**src/hw/hpsdr_pkg.sv**
```systemverilog
// Packet constants, board identity constants, command addresses and payload structs

package hpsdr_pkg;

  // FIFO sizing
  localparam int FIFO_DEPTH   = 1024;
  localparam int FIFO_COUNT_W = 11;

  // Packet lengths in bytes
  localparam logic [10:0] EP6_FRAME_LEN = 11'd1032;
  localparam logic [10:0] DISCOVER_LEN  = 11'd60;
  localparam logic [8:0]  SUBFRAME_SAMPLE_BYTES = 9'd504;  // After sync and response

  // Start thresholds
  localparam logic [FIFO_COUNT_W-1:0] EP6_MIN_WORDS = 11'd334;
  localparam logic [FIFO_COUNT_W-1:0] WIDE_SAMPLES  = 11'd512;  // Samples per EP4 frame

  // Board identity reported in the discovery reply
  localparam logic [7:0] VERSION_MAJOR = 8'd73;
  localparam logic [7:0] VERSION_MINOR = 8'd1;
  localparam logic [7:0] BOARD_ID      = 8'h06;
  localparam logic [7:0] NR_RX         = 8'd4;

  // Command addresses
  localparam logic [5:0] CMD_ADDR_RX  = 6'h00;
  localparam logic [5:0] CMD_ADDR_VNA = 6'h09;

  // Transmit request codes
  localparam logic [1:0] REQ_DISCOVER_0 = 2'b10;
  localparam logic [1:0] REQ_DISCOVER_1 = 2'b11;
  localparam logic [1:0] REQ_DATA       = 2'b10;

  // One I/Q sample of one receiver
  typedef struct packed {
    logic [23:0] iq;
    logic        vna_bit;
    logic        last;     // Final receiver of a round
  } sample_word_t;

  // Raw bandscope ADC sample
  typedef logic [11:0] bs_word_t;

  typedef struct packed {
    logic [47:0] mac;
    logic [31:0] static_ip;
  } identity_t;

  // Telemetry for the discovery reply
  typedef struct packed {
    logic [11:0] temperature;
    logic [11:0] fwd_power;
    logic [11:0] rev_power;
    logic [7:0]  dsiq_status;
  } board_status_t;

endpackage

```
**src/hw/upstream_cmd_regs.sv**
```systemverilog
// Command register decode and the pending discovery latch
`timescale 1ns/1ps

module upstream_cmd_regs import hpsdr_pkg::*; (
  input  logic        clk,
  input  logic        discover_rst,
  input  logic [5:0]  cmd_addr,
  input  logic [31:0] cmd_data,
  input  logic        cmd_rqst,
  input  logic        discover_rqst,
  input  logic        discover_port,
  input  logic        discover_clear,
  output logic [6:0]  bs_reload,
  output logic        vna_mode,
  output logic        discover_pending,
  output logic        discover_sel
);

  logic [6:0] rx_total;

  assign rx_total = {4'b0000, cmd_data[5:3]} + 7'd1;  // Field holds receivers minus one

  always_ff @(posedge clk) begin
    if (discover_rst) begin
      bs_reload <= 7'd1;
      vna_mode  <= 1'b0;
    end else if (cmd_rqst) begin
      case (cmd_addr)
        CMD_ADDR_RX:  bs_reload <= rx_total << cmd_data[25:24];  // Scaled by speed
        CMD_ADDR_VNA: vna_mode  <= cmd_data[23];
        default: begin
        end
      endcase
    end
  end

  // A new request waits until the pending one is granted
  always_ff @(posedge clk) begin
    if (discover_rst) begin
      discover_pending <= 1'b0;
      discover_sel     <= 1'b0;
    end else if (discover_rqst && !discover_pending) begin
      discover_pending <= 1'b1;
      discover_sel     <= discover_port;
    end else if (discover_clear) begin
      discover_pending <= 1'b0;
    end
  end

endmodule

```
**config.mk**
```make
export PLATFORM = sky130hd
export DESIGN_NAME = upstream_cmd_regs
export DESIGN_NICKNAME = d
export VERILOG_FILES = /design/src/hw/hpsdr_pkg.sv /design/src/hw/upstream_cmd_regs.sv
export SDC_FILE = /design/constraint.sdc
export NUM_CORES = 1
export LEC_CHECK = 0
export BUFFER_PORTS_ARGS = -buffer_cell sky130_fd_sc_hd__buf_4
export CORE_AREA = 10 10 50 52
export DETAILED_ROUTE_END_ITERATION = 8
export DIE_AREA = 0 0 60 62
export PLACE_DENSITY = 0.79
export SLEW_MARGIN = 20
export SYNTH_ARGS = -nofsm -noshare
export SYNTH_HDL_FRONTEND = slang
export SYNTH_SLANG_ARGS = --single-unit
```
**constraint.sdc**
```tcl
create_clock -name clk -period 3.6 [get_ports clk]
set_clock_uncertainty 0.1 [all_clocks]
set_input_delay 0.9 -clock clk [delete_from_list [all_inputs] [get_ports clk]]
set_output_delay 0.9 -clock clk [all_outputs]
set_load 0.03 [all_outputs]
```
* After elaboration in Yosys (flattened, before gate mapping)
Cells that the tools add are included.
Cells by class: add/sub/neg operators 1, multipliers 0, div/mod/pow operators 0, magnitude comparators 0, eq/ne operators 1, shifts and indexed selects 1, muxes and demuxes 2, bitwise logic cells 0, reduce and logical (&&, ||, !) cells 6
Operator list (count):
- $shl A4 B2 Y7 | 1
- $eq A6 B4 Y1 const B | 1
- $logic_not A6 Y1 | 1
- $add A3 B1 Y4 const B | 1
- $reduce_and A2 Y1 | 2
- $mux W1 | 2
- $reduce_bool A2 Y1 | 1
- $logic_and A1 B1 Y1 | 1
- $logic_not A1 Y1 | 1
Word-level totals: flip-flop bits (word level) 10, bits in latches 0, memory bits (writable) 0, ROM bits 0, input bits 44, output and inout port bits 10, logic and storage cells 15, memories 0

* Logic depth before layout (Yosys ltp)
depth after elaboration 3, mapped depth 5, depth with buffers taken out 5

* Worst setup path after synthesis
Ideal clock, no wire load.
path kind input to register, start input cmd_data[3], end register bs_reload[4], setup time 0.122 ns, arrival 1.771 ns, data required time 3.378 ns, setup slack 1.607 ns, stages 5, buffers on the path 0, cell sequence ha_1 -> xor2_1 -> mux2_2 -> a211oi_1 -> nor3_1
Between the ends: cells in the longest elaborated chain, start to end 2
RTL lines:
- start, declared | line upstream_cmd_regs.sv:8 | input logic [31:0] cmd_data,
- $add A3 B1 Y4 | line upstream_cmd_regs.sv:21 | assign rx_total = {4'b0000, cmd_data[5:3]} + 7'd1;
- $shl A4 B2 Y7 | line upstream_cmd_regs.sv:29 | CMD_ADDR_RX: bs_reload <= rx_total << cmd_data[25:24];
- end signal, assigned | line upstream_cmd_regs.sv:29
- end, declared | line upstream_cmd_regs.sv:13 | output logic [6:0] bs_reload,
Every way passes these cells. A chain may end at the register's enable or synchronous reset.

* Worst setup path after layout
start input cmd_addr[0], end register bs_reload[6]
Between the ends: cells in the longest elaborated chain, start to end 2
RTL lines:
- start, declared | line upstream_cmd_regs.sv:7 | input logic [5:0] cmd_addr,
- $logic_not A6 Y1 | line upstream_cmd_regs.sv:28 | case (cmd_addr)
- $reduce_and A2 Y1 (no line)
Every way passes these cells.

==> impl_metrics.csv <==
group,metric,value,unit
status,status,"finished, final reports clean",
drt,num_vias,518,
timing,relSlewSlack,84.17,%
place,io_buffers,27,
clock_tree,clock_latency,0.25,ns
clock_tree,h-tree-depth,1,
global_route,grt_use_total,7.341,%
yosys,yosysSeqAreaShare,37.12,%
floorplanning,chipWidth,60,µm
floorplanning,fp.dieArea,3720,µm²
worst_hold_path,hold_start,"bs_reload[1]",
drt,ant_nets,0,
timing,tns,0,ns
setup_path,path_class,"input port to register",
worst_hold_path,holdPathStages,2,
finish,fin_cells,104,
global_route,antenna_found_initial,0,
yosys,syn_nets,104,
yosys,netlist_instances,59,
clock_tree,hold_buffers,0,
yosys,ys_warn_count,0,
pwr,finalPower,0.2562,mW
clock_tree,cts_buffers,3,
timing,rsz0062_at_grt,"no",
place,place_area,735.7,µm²
pwr,leakagePower,0.3344,nW
clock_tree,path_clk_slew,0.06,ns
floorplanning,rows,15,
clock_tree,cts_setup_buffers,0,
finish,diodes,0,
timing,final-setup-viol-count,0,
setup_path,r2r-start,"discover_pending",
floorplanning,coreArea,1614,µm²
global_route,grt_pass1_vias,500,
setup_path,cp.arrival,2.00,ns
clock_tree,clock_path_buffers,2,
setup_path,regToRegSetupSlack,2.66,ns
timing,finalCritPeriodShare,52.95,%
setup_path,reg2reg_depth,3,
worst_hold_path,min_to,"bs_reload[1]",
flow_run,cap_violations,0,
timing,post-route-min-period,1.906,ns
global_route,grt_pass1_wl,2.083,mm
worst_hold_path,hold_path.class,"register to register",
place,placedCellCount,100,
drt,wl_per_cell,12.65,µm
finish,layout.nets,133,
yosys,yosysUniqueCellTypes,28,
setup_path,cp_data_required_time,3.69,ns
finish,layout_common_cells,"27 x buf_4, 10 x dfxtp_1, 6 x nor2_1, 5 x nand2_1, 4 x a21oi_1",
yosys,yosysTopAreaCell,"dfxtp_1",
timing,fmax,0.5246,GHz
setup_path,worstSetupEndpointType,"register",
place,dp_hpwl,1.116,mm
setup_path,path_max_fanout,8,
drt,dr.pass1.iters,4,
setup_path,rr_endpoint,"discover_sel",
pwr,power_density,331.9,nW/µm²
setup_path,crit_path_start_kind,"input port",
global_route,grt_max_degree,11,
timing,tightest_slew,0.2364,ns
finish,fillers,167,
clock_tree,clockRootBuffer,"clkbuf_4",
clock_tree,cts_sinks,10,
finish,area_delta_synth_final,43.16,%
global_route,gr-total-overflow,0,
yosys,synth_top_area_share,37.12,%
setup_path,crit_start,"cmd_addr[0]",
floorplanning,io_pins,54,
yosys,syn_area,539.3,µm²
yosys,synth_area_leaders,"dfxtp_1 37%, nor4b_4 4.4%, a211oi_1 4.2%",
drt,drc,0,
drt,drtIter0Drc,5,
floorplanning,start_util,33.41,%
clock_tree,cts-resized-gates,0,
floorplanning,die_y,62,µm
drt,drt-vias-per-instance,4.981,
finish,final_common_cell,"buf_4",
timing,slew_viol_final,0,
pwr,vdd_drop_max,0.1780,mV
yosys,ys_seq_elements,10,
finish,fin_area,772.0,µm²
place,gp_congestion,0.7298,
timing,hold_ws,0.3555,ns
timing,hold_viol,0,
yosys,avgSynthCellArea,9.140,µm²
finish,drive_gt1_share,43.68,%
drt,drt-total-wl,1.316,mm
clock_tree,cts_tree,"built",
==> per-layer routing <==
metal	share of wire [%]	global-route usage, %	vias to the layer above
met1	36	6.373	230
li1	-	-	268
met2	48	12.50	18
met4	0.84	3.846	0
met3	15	5.081	2
met5	0	0	-
==> how the worst max path moves through the flow <==
stage / end / slack (ns) / cells past startpoint
final: bs_reload[6] / 1.69 / 5
after floorplan: bs_reload[4] / 1.61 / 5
after global routing: bs_reload[6] / 1.63 / 5
after global placement: bs_reload[4] / 1.43 / 6
after detailed placement: bs_reload[4] / 1.41 / 6
after CTS: bs_reload[4] / 1.69 / 6
==> cells in the mapped netlist (all sizes together) <==
library cell	instances
nor2b	3
and2	1
nand4	2
nand3	2
nor4b	1
o211ai	1
xor2	1
a211oi	3
ha	1
a21oi	5
dfxtp	10
buf	3
nor2	6
o21ai	2
or3	1
nor3	2
mux2i	2
nand2b	2
inv	1
a32o	1
mux2	1
nand2	6
a211o	1
nor4	1
==> worst max-delay path: stages <==
cell and delay [ns]:
buf_4 0.12, nor4b_4 0.30, nand2_2 0.16, or3_1 0.39
a21oi_2 0.13
==> registers in the layout, summed over array words and instances, names as in the netlist <==
signal,flops
vna_mode,1
bs_reload,7
discover_pending,1
discover_sel,1
==> final cells by class <==
type                       instances  area (µm²)  area share (%)
clock buffer                       4       36.28           4.700
inverter                           1       3.754          0.4862
multi-input combinational         45       307.8           39.87
sequential                        10       200.2           25.93
tap                               17       21.27           2.755
timing repair buffer              27       202.7           26.26
==> where the power goes <==
| group | switching, mW | leakage, nW | internal (mW) | total [mW] |
|---|---|---|---|---|
| logic | 0.0216 | 0.232 | 0.0234 | 0.0450 |
| registers | 0.00135 | 0.0811 | 0.113 | 0.114 |
| clock network | 0.0361 | 0.0210 | 0.0612 | 0.0973 |
==> kinds of logic after synthesis <==
| family | after synthesis | share of synthesized area, % |
|---|---|---|
| AOI/OAI and AO/OA | 13 | 16.47 |
| xor gates and xnor gates | 1 | 1.624 |
| adders and majority gates | 1 | 2.320 |
| buffers and inverters | 4 | 5.799 |
| DFF | 10 | 37.12 |
| muxes | 3 | 5.800 |
| and+or+nand+nor | 27 | 30.86 |
==> through the flow <==
stage / util, % / setup WS, ns
after detailed placement: 45.58 / 1.414
after floorplan: - / 1.607
after CTS: 47.83 / 1.690
after global routing: 47.83 / 1.633
after global placement: 45.58 / 1.427
final: 47.83 / 1.694
No activity file was read; power rests on OpenSTA's default activity.
