### config.mk
export PLATFORM = sky130hd
export DESIGN_NAME = upstream_packer
export DESIGN_NICKNAME = d
export VERILOG_FILES = /design/src/hw/hpsdr_pkg.sv /design/src/hw/upstream_packer.sv
export SDC_FILE = /design/constraint.sdc
export NUM_CORES = 1
export LEC_CHECK = 0
export BUFFER_PORTS_ARGS = -buffer_cell sky130_fd_sc_hd__buf_2
export CORE_UTILIZATION = 35
export CTS_CLUSTER_DIAMETER = 50
export DETAILED_ROUTE_END_ITERATION = 10
export HOLD_SLACK_MARGIN = 0.12
export MAX_ROUTING_LAYER = met4
export SKIP_CTS_REPAIR_TIMING = 1
export SLEW_MARGIN = 20
export SYNTH_ARGS = -nofsm -noshare
export SYNTH_HDL_FRONTEND = slang
export SYNTH_SLANG_ARGS = --single-unit
export TNS_END_PERCENT = 30
### constraint.sdc
create_clock -name clk -period 3.14 [get_ports clk]
set_clock_uncertainty 0.05 [all_clocks]
set_input_delay 0.314 -clock clk [delete_from_list [all_inputs] [get_ports clk]]
set_output_delay 0.314 -clock clk [all_outputs]
set_load 0.01 [all_outputs]
### src/hw/hpsdr_pkg.sv
// Packet constants, board identity constants, command addresses and payload structs

package hpsdr_pkg;

  // FIFO sizing
  localparam int FIFO_DEPTH   = 1024;
  localparam int FIFO_COUNT_W = 11;

  // Packet lengths in bytes
  localparam logic [10:0] EP6_FRAME_LEN = 11'd1032;
  localparam logic [10:0] DISCOVER_LEN  = 11'd60;
  localparam logic [8:0]  SUBFRAME_SAMPLE_BYTES = 9'd504;  // After sync and response

  // Start thresholds
  localparam logic [FIFO_COUNT_W-1:0] EP6_MIN_WORDS = 11'd334;
  localparam logic [FIFO_COUNT_W-1:0] WIDE_SAMPLES  = 11'd512;  // Samples per EP4 frame

  // Board identity reported in the discovery reply
  localparam logic [7:0] VERSION_MAJOR = 8'd73;
  localparam logic [7:0] VERSION_MINOR = 8'd1;
  localparam logic [7:0] BOARD_ID      = 8'h06;
  localparam logic [7:0] NR_RX         = 8'd4;

  // Command addresses
  localparam logic [5:0] CMD_ADDR_RX  = 6'h00;
  localparam logic [5:0] CMD_ADDR_VNA = 6'h09;

  // Transmit request codes
  localparam logic [1:0] REQ_DISCOVER_0 = 2'b10;
  localparam logic [1:0] REQ_DISCOVER_1 = 2'b11;
  localparam logic [1:0] REQ_DATA       = 2'b10;

  // One I/Q sample of one receiver
  typedef struct packed {
    logic [23:0] iq;
    logic        vna_bit;
    logic        last;     // Final receiver of a round
  } sample_word_t;

  // Raw bandscope ADC sample
  typedef logic [11:0] bs_word_t;

  typedef struct packed {
    logic [47:0] mac;
    logic [31:0] static_ip;
  } identity_t;

  // Telemetry for the discovery reply
  typedef struct packed {
    logic [11:0] temperature;
    logic [11:0] fwd_power;
    logic [11:0] rev_power;
    logic [7:0]  dsiq_status;
  } board_status_t;

endpackage

### src/hw/upstream_packer.sv
// Frame FSM emitting discovery, EP6 and EP4 payload bytes
`timescale 1ns/1ps

module upstream_packer import hpsdr_pkg::*; (
  input  logic                    clk,
  input  logic                    discover_rst,
  input  logic                    have_ip,
  input  logic                    run,
  input  logic                    wide_spectrum,
  input  identity_t               identity,
  input  board_status_t           status,
  input  logic [6:0]              bs_reload,
  input  logic                    vna_mode,
  input  logic                    discover_pending,
  input  logic                    discover_sel,
  input  logic                    udp_tx_enable,
  input  sample_word_t            sample_head,
  input  logic [FIFO_COUNT_W-1:0] sample_count,
  input  bs_word_t                bs_head,
  input  logic [FIFO_COUNT_W-1:0] bs_count,
  input  logic [39:0]             resp,
  input  logic                    stall_req,
  output logic                    discover_clear,
  output logic [1:0]              udp_tx_request,
  output logic [7:0]              udp_tx_data,
  output logic [10:0]             udp_tx_length,
  output logic                    sample_pop,
  output logic                    bs_pop,
  output logic                    resp_rqst,
  output logic                    stall_ack,
  output logic                    watchdog_up
);

  typedef enum logic [3:0] {
    S_IDLE,
    S_DISC_GRANT,
    S_DISC_BODY,
    S_WIDE_GRANT,
    S_WIDE_HDR,
    S_WIDE_LO,
    S_WIDE_HI,
    S_DATA_GRANT,
    S_DATA_HDR,
    S_SYNC_RESP,
    S_IQ2,
    S_IQ1,
    S_IQ0,
    S_MIC1,
    S_MIC0,
    S_PAD
  } state_t;

  state_t      state;
  state_t      after_sub;
  logic [10:0] byte_no;      // Bytes still to come after the one being loaded
  logic [8:0]  round_bytes;
  logic [19:0] ep6_seq;
  logic [19:0] ep4_seq;
  logic [6:0]  wide_cnt;     // EP6 frames until the next wide frame
  logic [7:0]  tx_byte;
  logic        round_vna;
  logic [5:0]  disc_idx;
  logic [8:0]  sub_pos;
  logic        sub_end;

  // Shared EP4/EP6 header after the leading EF
  function automatic logic [7:0] hdr_byte(input logic [2:0]  pos,
                                          input logic [7:0]  ep,
                                          input logic [19:0] seq);
    case (pos)
      3'd6:    return 8'hfe;
      3'd5:    return 8'h01;
      3'd4:    return ep;
      3'd2:    return {4'h0, seq[19:16]};
      3'd1:    return seq[15:8];
      3'd0:    return seq[7:0];
      default: return 8'h00;  // Top byte of the sequence
    endcase
  endfunction

  assign udp_tx_data = tx_byte;
  assign disc_idx    = 6'(DISCOVER_LEN - 11'd1 - byte_no);
  assign sub_pos     = byte_no[8:0] - SUBFRAME_SAMPLE_BYTES;  // 7 down to 0 over sync/resp
  assign sub_end     = (byte_no[8:0] == 9'd0);
  assign after_sub   = byte_no[9] ? S_SYNC_RESP : S_IDLE;

  always_comb begin
    case (state)
      S_DISC_GRANT:               udp_tx_request = discover_sel ? REQ_DISCOVER_1 : REQ_DISCOVER_0;
      S_DATA_GRANT, S_WIDE_GRANT: udp_tx_request = REQ_DATA;
      default:                    udp_tx_request = 2'b00;
    endcase
  end

  assign discover_clear = (state == S_DISC_GRANT) && udp_tx_enable;
  assign stall_ack      = (state == S_IDLE) && stall_req;
  assign sample_pop     = (state == S_IQ0);
  assign bs_pop         = (state == S_WIDE_HI);

  always_ff @(posedge clk) begin
    if (discover_rst) begin
      state         <= S_IDLE;
      byte_no       <= '0;
      round_bytes   <= '0;
      ep6_seq       <= '0;
      ep4_seq       <= '0;
      wide_cnt      <= '0;
      tx_byte       <= '0;
      round_vna     <= 1'b0;
      udp_tx_length <= '0;
      resp_rqst     <= 1'b0;
      watchdog_up   <= 1'b0;
    end else begin
      case (state)
        S_IDLE: begin
          if (stall_req) begin
            ep6_seq <= '0;
          end else if (discover_pending) begin
            udp_tx_length <= DISCOVER_LEN;
            state         <= S_DISC_GRANT;
          end else if (run && have_ip && (sample_count >= EP6_MIN_WORDS)) begin
            udp_tx_length <= EP6_FRAME_LEN;
            state         <= S_DATA_GRANT;
          end else if ((wide_cnt == '0) && (bs_count >= WIDE_SAMPLES)) begin
            wide_cnt      <= bs_reload;
            watchdog_up   <= ~watchdog_up;
            udp_tx_length <= EP6_FRAME_LEN;
            if (wide_spectrum) begin
              state <= S_WIDE_GRANT;
            end
          end
        end

        S_DISC_GRANT: begin
          byte_no <= DISCOVER_LEN - 11'd2;
          tx_byte <= 8'hef;
          if (udp_tx_enable) begin
            state <= S_DISC_BODY;
          end
        end

        S_DISC_BODY: begin
          byte_no <= byte_no - 11'd1;
          case (disc_idx)
            6'd1:    tx_byte <= 8'hfe;
            6'd2:    tx_byte <= run ? 8'h03 : 8'h02;
            6'd3:    tx_byte <= identity.mac[47:40];
            6'd4:    tx_byte <= identity.mac[39:32];
            6'd5:    tx_byte <= identity.mac[31:24];
            6'd6:    tx_byte <= identity.mac[23:16];
            6'd7:    tx_byte <= identity.mac[15:8];
            6'd8:    tx_byte <= identity.mac[7:0];
            6'd9:    tx_byte <= VERSION_MAJOR;
            6'd10:   tx_byte <= BOARD_ID;
            6'd11:   tx_byte <= identity.static_ip[31:24];
            6'd12:   tx_byte <= identity.static_ip[23:16];
            6'd13:   tx_byte <= identity.static_ip[15:8];
            6'd14:   tx_byte <= identity.static_ip[7:0];
            6'd15:   tx_byte <= NR_RX;
            6'd16:   tx_byte <= VERSION_MINOR;
            6'd17:   tx_byte <= {4'h0, status.temperature[11:8]};
            6'd18:   tx_byte <= status.temperature[7:0];
            6'd19:   tx_byte <= {4'h0, status.fwd_power[11:8]};
            6'd20:   tx_byte <= status.fwd_power[7:0];
            6'd21:   tx_byte <= {4'h0, status.rev_power[11:8]};
            6'd22:   tx_byte <= status.rev_power[7:0];
            6'd23:   tx_byte <= status.dsiq_status;
            default: tx_byte <= 8'h00;
          endcase
          if (byte_no == '0) begin
            state <= S_IDLE;
          end
        end

        S_WIDE_GRANT: begin
          byte_no <= EP6_FRAME_LEN - 11'd2;
          tx_byte <= 8'hef;
          if (udp_tx_enable) begin
            state <= S_WIDE_HDR;
          end
        end

        S_WIDE_HDR: begin
          byte_no <= byte_no - 11'd1;
          tx_byte <= hdr_byte(byte_no[2:0], 8'h04, ep4_seq);
          if (byte_no[2:0] == 3'd0) begin
            ep4_seq <= ep4_seq + 20'd1;
            state   <= S_WIDE_LO;
          end
        end

        S_WIDE_LO: begin
          byte_no <= byte_no - 11'd1;
          tx_byte <= {bs_head[3:0], 4'h0};
          state   <= S_WIDE_HI;
        end

        S_WIDE_HI: begin
          byte_no <= byte_no - 11'd1;
          tx_byte <= bs_head[11:4];
          state   <= (byte_no == '0) ? S_IDLE : S_WIDE_LO;
        end

        S_DATA_GRANT: begin
          byte_no <= EP6_FRAME_LEN - 11'd2;
          tx_byte <= 8'hef;
          if (udp_tx_enable) begin
            state <= S_DATA_HDR;
          end
        end

        S_DATA_HDR: begin
          byte_no <= byte_no - 11'd1;
          tx_byte <= hdr_byte(byte_no[2:0], 8'h06, ep6_seq);
          if (byte_no[2:0] == 3'd0) begin
            ep6_seq <= ep6_seq + 20'd1;
            if (wide_cnt != '0) begin
              wide_cnt <= wide_cnt - 7'd1;
            end
            state <= S_SYNC_RESP;
          end
        end

        S_SYNC_RESP: begin
          byte_no     <= byte_no - 11'd1;
          round_bytes <= '0;
          case (sub_pos)
            9'd4: tx_byte <= resp[39:32];
            9'd3: tx_byte <= resp[31:24];
            9'd2: tx_byte <= resp[23:16];
            9'd1: tx_byte <= resp[15:8];
            9'd0: begin
              tx_byte   <= resp[7:0];
              resp_rqst <= ~resp_rqst;
              state     <= S_IQ2;
            end
            default: tx_byte <= 8'h7f;  // Sync
          endcase
        end

        S_IQ2: begin
          byte_no     <= byte_no - 11'd1;
          round_bytes <= round_bytes + 9'd1;
          tx_byte     <= sample_head.iq[23:16];
          if (round_bytes == '0) begin
            round_vna <= sample_head.vna_bit;  // First word of the round
          end
          state <= sub_end ? after_sub : S_IQ1;
        end

        S_IQ1: begin
          byte_no     <= byte_no - 11'd1;
          round_bytes <= round_bytes + 9'd1;
          tx_byte     <= sample_head.iq[15:8];
          state       <= sub_end ? after_sub : S_IQ0;
        end

        S_IQ0: begin
          byte_no     <= byte_no - 11'd1;
          round_bytes <= round_bytes + 9'd1;
          tx_byte     <= sample_head.iq[7:0];
          if (sub_end) begin
            state <= after_sub;
          end else begin
            state <= sample_head.last ? S_MIC1 : S_IQ2;
          end
        end

        S_MIC1: begin
          byte_no     <= byte_no - 11'd1;
          round_bytes <= round_bytes + 9'd1;
          tx_byte     <= 8'h00;  // No codec
          state       <= sub_end ? after_sub : S_MIC0;
        end

        S_MIC0: begin
          byte_no     <= byte_no - 11'd1;
          round_bytes <= '0;
          tx_byte     <= vna_mode ? {7'h00, round_vna} : 8'h00;
          if (sub_end) begin
            state <= after_sub;
          end else if (byte_no[8:0] > round_bytes) begin
            state <= S_IQ2;  // Room for one more round
          end else begin
            state <= S_PAD;
          end
        end

        S_PAD: begin
          byte_no <= byte_no - 11'd1;
          tx_byte <= 8'h00;
          if (sub_end) begin
            state <= after_sub;
          end
        end

        default: state <= S_IDLE;
      endcase

      if (!run) begin
        ep6_seq <= '0;
        ep4_seq <= '0;
      end
    end
  end

endmodule

Word-level counts from Yosys, hierarchy flattened
Index checks and enable logic that the tools add are counted.
{"block": "op_classes", "add_sub_neg": 7, "n_mul": 0, "n_div": 0, "n_lt_le_gt_ge": 3, "n_eq_ne": 63, "shift": 0, "muxes": 47, "bitwise_logic": 6, "reduce_logical": 33}
{"operator": "8-bit one-hot mux with 23 select lines", "n": 1}
{"operator": "8-bit one-hot mux with 12 select lines", "n": 1}
{"operator": "8-bit one-hot mux with 6 select lines", "n": 2}
{"operator": "4-bit 2-to-1 mux", "n": 19}
{"operator": "4-bit one-hot mux with 16 select lines", "n": 1}
{"operator": "6-bit by 4-bit equality test with 1-bit output, second input constant", "n": 8}
{"operator": "6-bit by 5-bit equality test with 1-bit output, second input constant", "n": 8}
{"operator": "7-bit 2-to-1 mux", "n": 6}
{"operator": "20-bit by 1-bit adder with 20-bit output, second input constant", "n": 2}
{"operator": "20-bit 2-to-1 mux", "n": 2}
{"operator": "20-bit one-hot mux with 2 select lines", "n": 1}
{"operator": "8-bit one-hot mux with 5 select lines", "n": 1}
{"operator": "11-bit 2-to-1 mux", "n": 3}
{"operator": "11-bit one-hot mux with 3 select lines", "n": 1}
{"operator": "4-bit equality test, second input constant", "n": 8}
{"operator": "9-bit logical NOT", "n": 3}
{"operator": "2-bit != test, second input constant", "n": 13}
{"operator": "6-bit by 3-bit equality test with 1-bit output, second input constant", "n": 4}
{"operator": "9-bit by 2-bit equality test with 1-bit output, second input constant", "n": 2}
{"operator": "9-bit one-hot mux with 2 select lines", "n": 1}
{"operator": "4-bit by 3-bit equality test with 1-bit output, second input constant", "n": 4}
{"operator": "7-bit one-hot mux with 2 select lines", "n": 1}
{"operator": "6-bit by 2-bit equality test with 1-bit output, second input constant", "n": 2}
{"operator": "12-bit nonzero test", "n": 1}
{"operator": "other kinds (40)", "n": 64}
{"block": "totals", "register_bits": 93, "latchBits": 0, "ramBits": 0, "romBits": 0, "in_bits": 241, "elab_cells": 170, "n_memories": 0}

Logic depth before layout (Yosys ltp)
{"block": "depth", "ltp_word": 7, "mapped_depth": 11, "ltp_nobuf": 8}

Least setup slack after synthesis
Ideal clock, no wire load.
{"block": "synth_path", "path_kind": "reg-to-reg", "startpoint": "register byte_no[0]", "endpoint": "register tx_byte[0], in the netlist udp_tx_data[0]", "setup_time_ns": 0.125, "arrival_time_ns": 2.099, "setup_slack_ns": 0.866, "stages_incl_launch_ff": 9, "path_buffers": 1, "period_less_slack_ns": 2.274, "cell_sequence": "dfxtp_1 inv_1 ha_1 buf_2 nor4_1 o22ai_1 o31ai_1 a31oi_1 o41a_1"}
{"block": "synth_between", "elab_chain_len": 4, "word_cells_on_any_way": 41, "cone_classes": "add/sub (2); eq/ne (32); mux (5); reduce/logical (2)"}
{"item": "start, declared", "line": "upstream_packer.sv:55", "rtl": "logic [10:0] byte_no;"}
{"item": "start signal, assigned", "line": "upstream_packer.sv:135", "rtl": "byte_no <= DISCOVER_LEN - 11'd2;"}
{"item": "start signal, assigned", "line": "upstream_packer.sv:143", "rtl": "byte_no <= byte_no - 11'd1;"}
{"item": "start signal, assigned", "line": "upstream_packer.sv:176", "rtl": "byte_no <= EP6_FRAME_LEN - 11'd2;"}
{"item": "9-bit subtractor / 6-bit subtractor (equally long branches)", "line": "upstream_packer.sv:83, upstream_packer.sv:82"}
{"item": "9-bit by 1-bit equality test with 1-bit output, or another cell as far along", "line": "upstream_packer.sv:227", "rtl": "case (sub_pos)"}
{"item": "8-bit one-hot mux with 5 select lines / 8-bit one-hot mux with 23 select lines (equally long branches)", "line": "upstream_packer.sv:227, upstream_packer.sv:144"}
{"item": "8-bit one-hot mux with 12 select lines (*)", "line": "upstream_packer.sv:114", "rtl": "case (state)"}
{"item": "end signal, assigned", "line": "upstream_packer.sv:146", "rtl": "6'd2: tx_byte <= run ? 8'h03 : 8'h02;"}
{"item": "end signal, assigned", "line": "upstream_packer.sv:147", "rtl": "6'd3: tx_byte <= identity.mac[47:40];"}
{"item": "end signal, assigned", "line": "upstream_packer.sv:148", "rtl": "6'd4: tx_byte <= identity.mac[39:32];"}
{"item": "end, declared", "line": "upstream_packer.sv:60", "rtl": "logic [7:0] tx_byte;"}
Every way passes the cells marked *; elsewhere a longest branch is shown, timed or not.
A chain may end at the register's enable or synchronous reset.

Final worst setup path
{"block": "layout_path", "startpoint": "register byte_no[0]", "endpoint": "register tx_byte[7], in the netlist udp_tx_data[7]"}
Same word-level chain as after synthesis.

==> results.cfg <==
[sta]
slew_violations = 0
max_slew.worst_pin.slew_ns = 0.792
rsz0062_at_grt = false
fin_tns_setup_ns = 0
period_share = 0.889
hold_violations = 0
relSlewSlack = 0.471
setup_viol = 0
layout_setup_ws_ns = 0.347
clock.fmax_mhz = 358
period_needed_ns = 2.79

[clock_tree]
cts_buffers = 9
cts-root-buf = clkbuf_16
ctsHtreeMaxLevel = 3
cts_sinks = 85
clkTransAtPathRegs_ns = 0.06
clk_path_buf_depth = 2
clkLatencyLatePin_ns = 0.35
cts_tree = done

[floorplanning]
num_rows = 51
start_util = 0.362
core_area_um2 = 19800
ios = 268
die_h_um = 145
dieArea_um2 = 21000
dieWidth_um = 145

[route]
vias_per_cell = 5.96
wl_per_cell_um = 20.0
dr.pass1.iters = 6
drc = 0
drtAntennaViolNets = 0
drt_iter0_markers = 830
routed_wirelength_mm = 29.2
num_vias = 8689

[setup_path]
worst_setup_path_end_kind = register
arrival_ns = 2.95
cp_cell_sequence = inv_1, ha_2, and3b_1, and2_1, a2111oi_0, a41o_1, a311oi_1
cp.required_ns = 3.30
crit_family = compound AO/OA/AOI/OAI gates
path_max_fanout = 20
crit_path_top_delay_cell = a2111oi_0
worstSetupStartpointType = register
timing.critical_path.buf_inv = 1
max_stage_delay_ns = 0.67
critPathKind = reg2reg
reg2reg_slack_ns = 0.35

[synthesis]
netlist_area_um2 = 7170
yosysSeqAreaShare = 0.237
synth_edf_count = 0
synth_top_cell_by_area = dfxtp_1
ys.flop_type = dfxtp_1
synth_commonest_cells = nor2_1, dfxtp_1, nand2_1, a21oi_1
yosys_warnings = 0
avgSynthCellArea_um2 = 7.46
synth.most_common_cell = nor2_1
synthTopCellsByArea = dfxtp_1, nor2_1, a21oi_1, ha_1, a22oi_1
synth_cells = 960
ys_seq_elements = 85
synth_cell_types = 83
synth_top_area_frac = 0.237
synth-async-reset-ratio = 0

[cells_and_area]
area_delta_synth_final_pct = 25.5
final_layout_size_suffix_gt1_frac = 0.275
layout.nets = 1450

[power_and_ir_drop]
ir_worst_vdd_mv = 0.358
power_density_nw_per_um2 = 707
p_leak_nw = 3.60

[grt]
grt_pass1_vias = 7963
track_usage = 0.274
grt_start_max_net_pins = 42
antenna_found_initial = 1
overflow = 0
grt_pass1_wl_mm = 44.5

[run]
cap_violations = 0

[min_path]
hold_class = in2reg

[placed_design]
routabilityCongestion = 0.969
portBuffers = 251
place_ws_ns = 0.388
dp_hpwl_mm = 22.8

[run_status]
outcome = completed
[per-layer routing]
layer  share of wire  global-route usage  vias to the layer above
li1                -                   -                     4106
met1            0.42               0.341                     4066
met2            0.46               0.432                      449
met3           0.081              0.0434                       68
met4           0.043               0.132                        0
met5               0                   -                        -
[path summary, 6_finish.rpt]
check	from	endpoint	depth (start not counted)
worst max-delay path	byte_no[0]	udp_tx_data[7]	7
worst min-delay path	sample_head[1]	round_vna	3
worst max register to register	byte_no[0]	udp_tx_data[7]	7
worst min register to register	udp_tx_length[3]	udp_tx_length[3]	2
[power by group]
group / internal, mW / total (mW) / leakage [nW] / switching (mW)
clock network: 0.596 / 1.02 / 0.139 / 0.428
registers: 1.23 / 1.49 / 0.690 / 0.261
logic: 1.43 / 3.85 / 2.77 / 2.42
[through the flow]
| stage | utilization | cell area (µm²) | cells | power [mW] | hold WS (ns) |
|---|---|---|---|---|---|
| after floorplan | - | 7180 | 965 | 4.02 | 0.400 |
| after global placement | 0.440 | 8710 | 1441 | 5.25 | 0.390 |
| after detailed placement | 0.440 | 8710 | 1441 | 5.27 | 0.399 |
| after CTS | 0.454 | 8990 | 1456 | 6.31 | 0.147 |
| after global routing | 0.455 | 8990 | 1457 | 6.78 | 0.171 |
| final | 0.455 | 8990 | 1458 | 6.36 | 0.150 |
[cell families after synthesis]
kind of cell,Yosys count,synth area share
AND/OR/NAND/NOR,362,0.263
AO/OA/AOI/OAI,326,0.326
buffers and inverters,111,0.0676
flip-flops,85,0.237
XOR/XNOR,43,0.0536
adder cells (fa/ha/maj),23,0.0398
multiplexers,9,0.0127
other,1,0.000523
[placed cells by master (no fill, tap or decap), types with 14 or more instances in the layout]
master / count
a21oi_1: 59
a221oi_1: 14
a222oi_1: 14
a22oi_1: 36
a31oi_1: 20
a32oi_1: 14
and3_1: 20
buf_2: 251
buf_4: 39
dfxtp_1: 84
ha_1: 19
inv_1: 31
nand2_1: 67
nand2b_1: 15
nand3_1: 42
nand4_1: 15
nor2_1: 100
nor3_1: 29
o21ai_0: 42
o22ai_1: 17
xnor2_1: 24
xor2_1: 18
[final cells by class]
| cell class | instances | area [µm²] |
|---|---|---|
| diodes | 2 | 5.00 |
| clock buffers | 14 | 274 |
| clock inverters | 1 | 5.00 |
| fillers | 2049 | 10800 |
| inverters | 32 | 120 |
| multi-input cells | 769 | 5010 |
| flip-flops and latches | 85 | 1700 |
| well taps | 265 | 332 |
| repair buffers | 290 | 1550 |
[registers in the layout (all words and copies together), names as in the netlist]
register / flops
ep6_seq: 20
round_bytes: 9
resp_rqst: 1
byte_no: 11
udp_tx_data: 8
ep4_seq: 20
state: 4
wide_cnt: 7
round_vna: 1
watchdog_up: 1
udp_tx_length: 3
[worst min-delay path, stage by stage]
cell and delay (ns):
buf_2 0.07, mux2i_1 0.05, nor2_1 0.07
No activity file was read; power rests on OpenSTA's default activity.
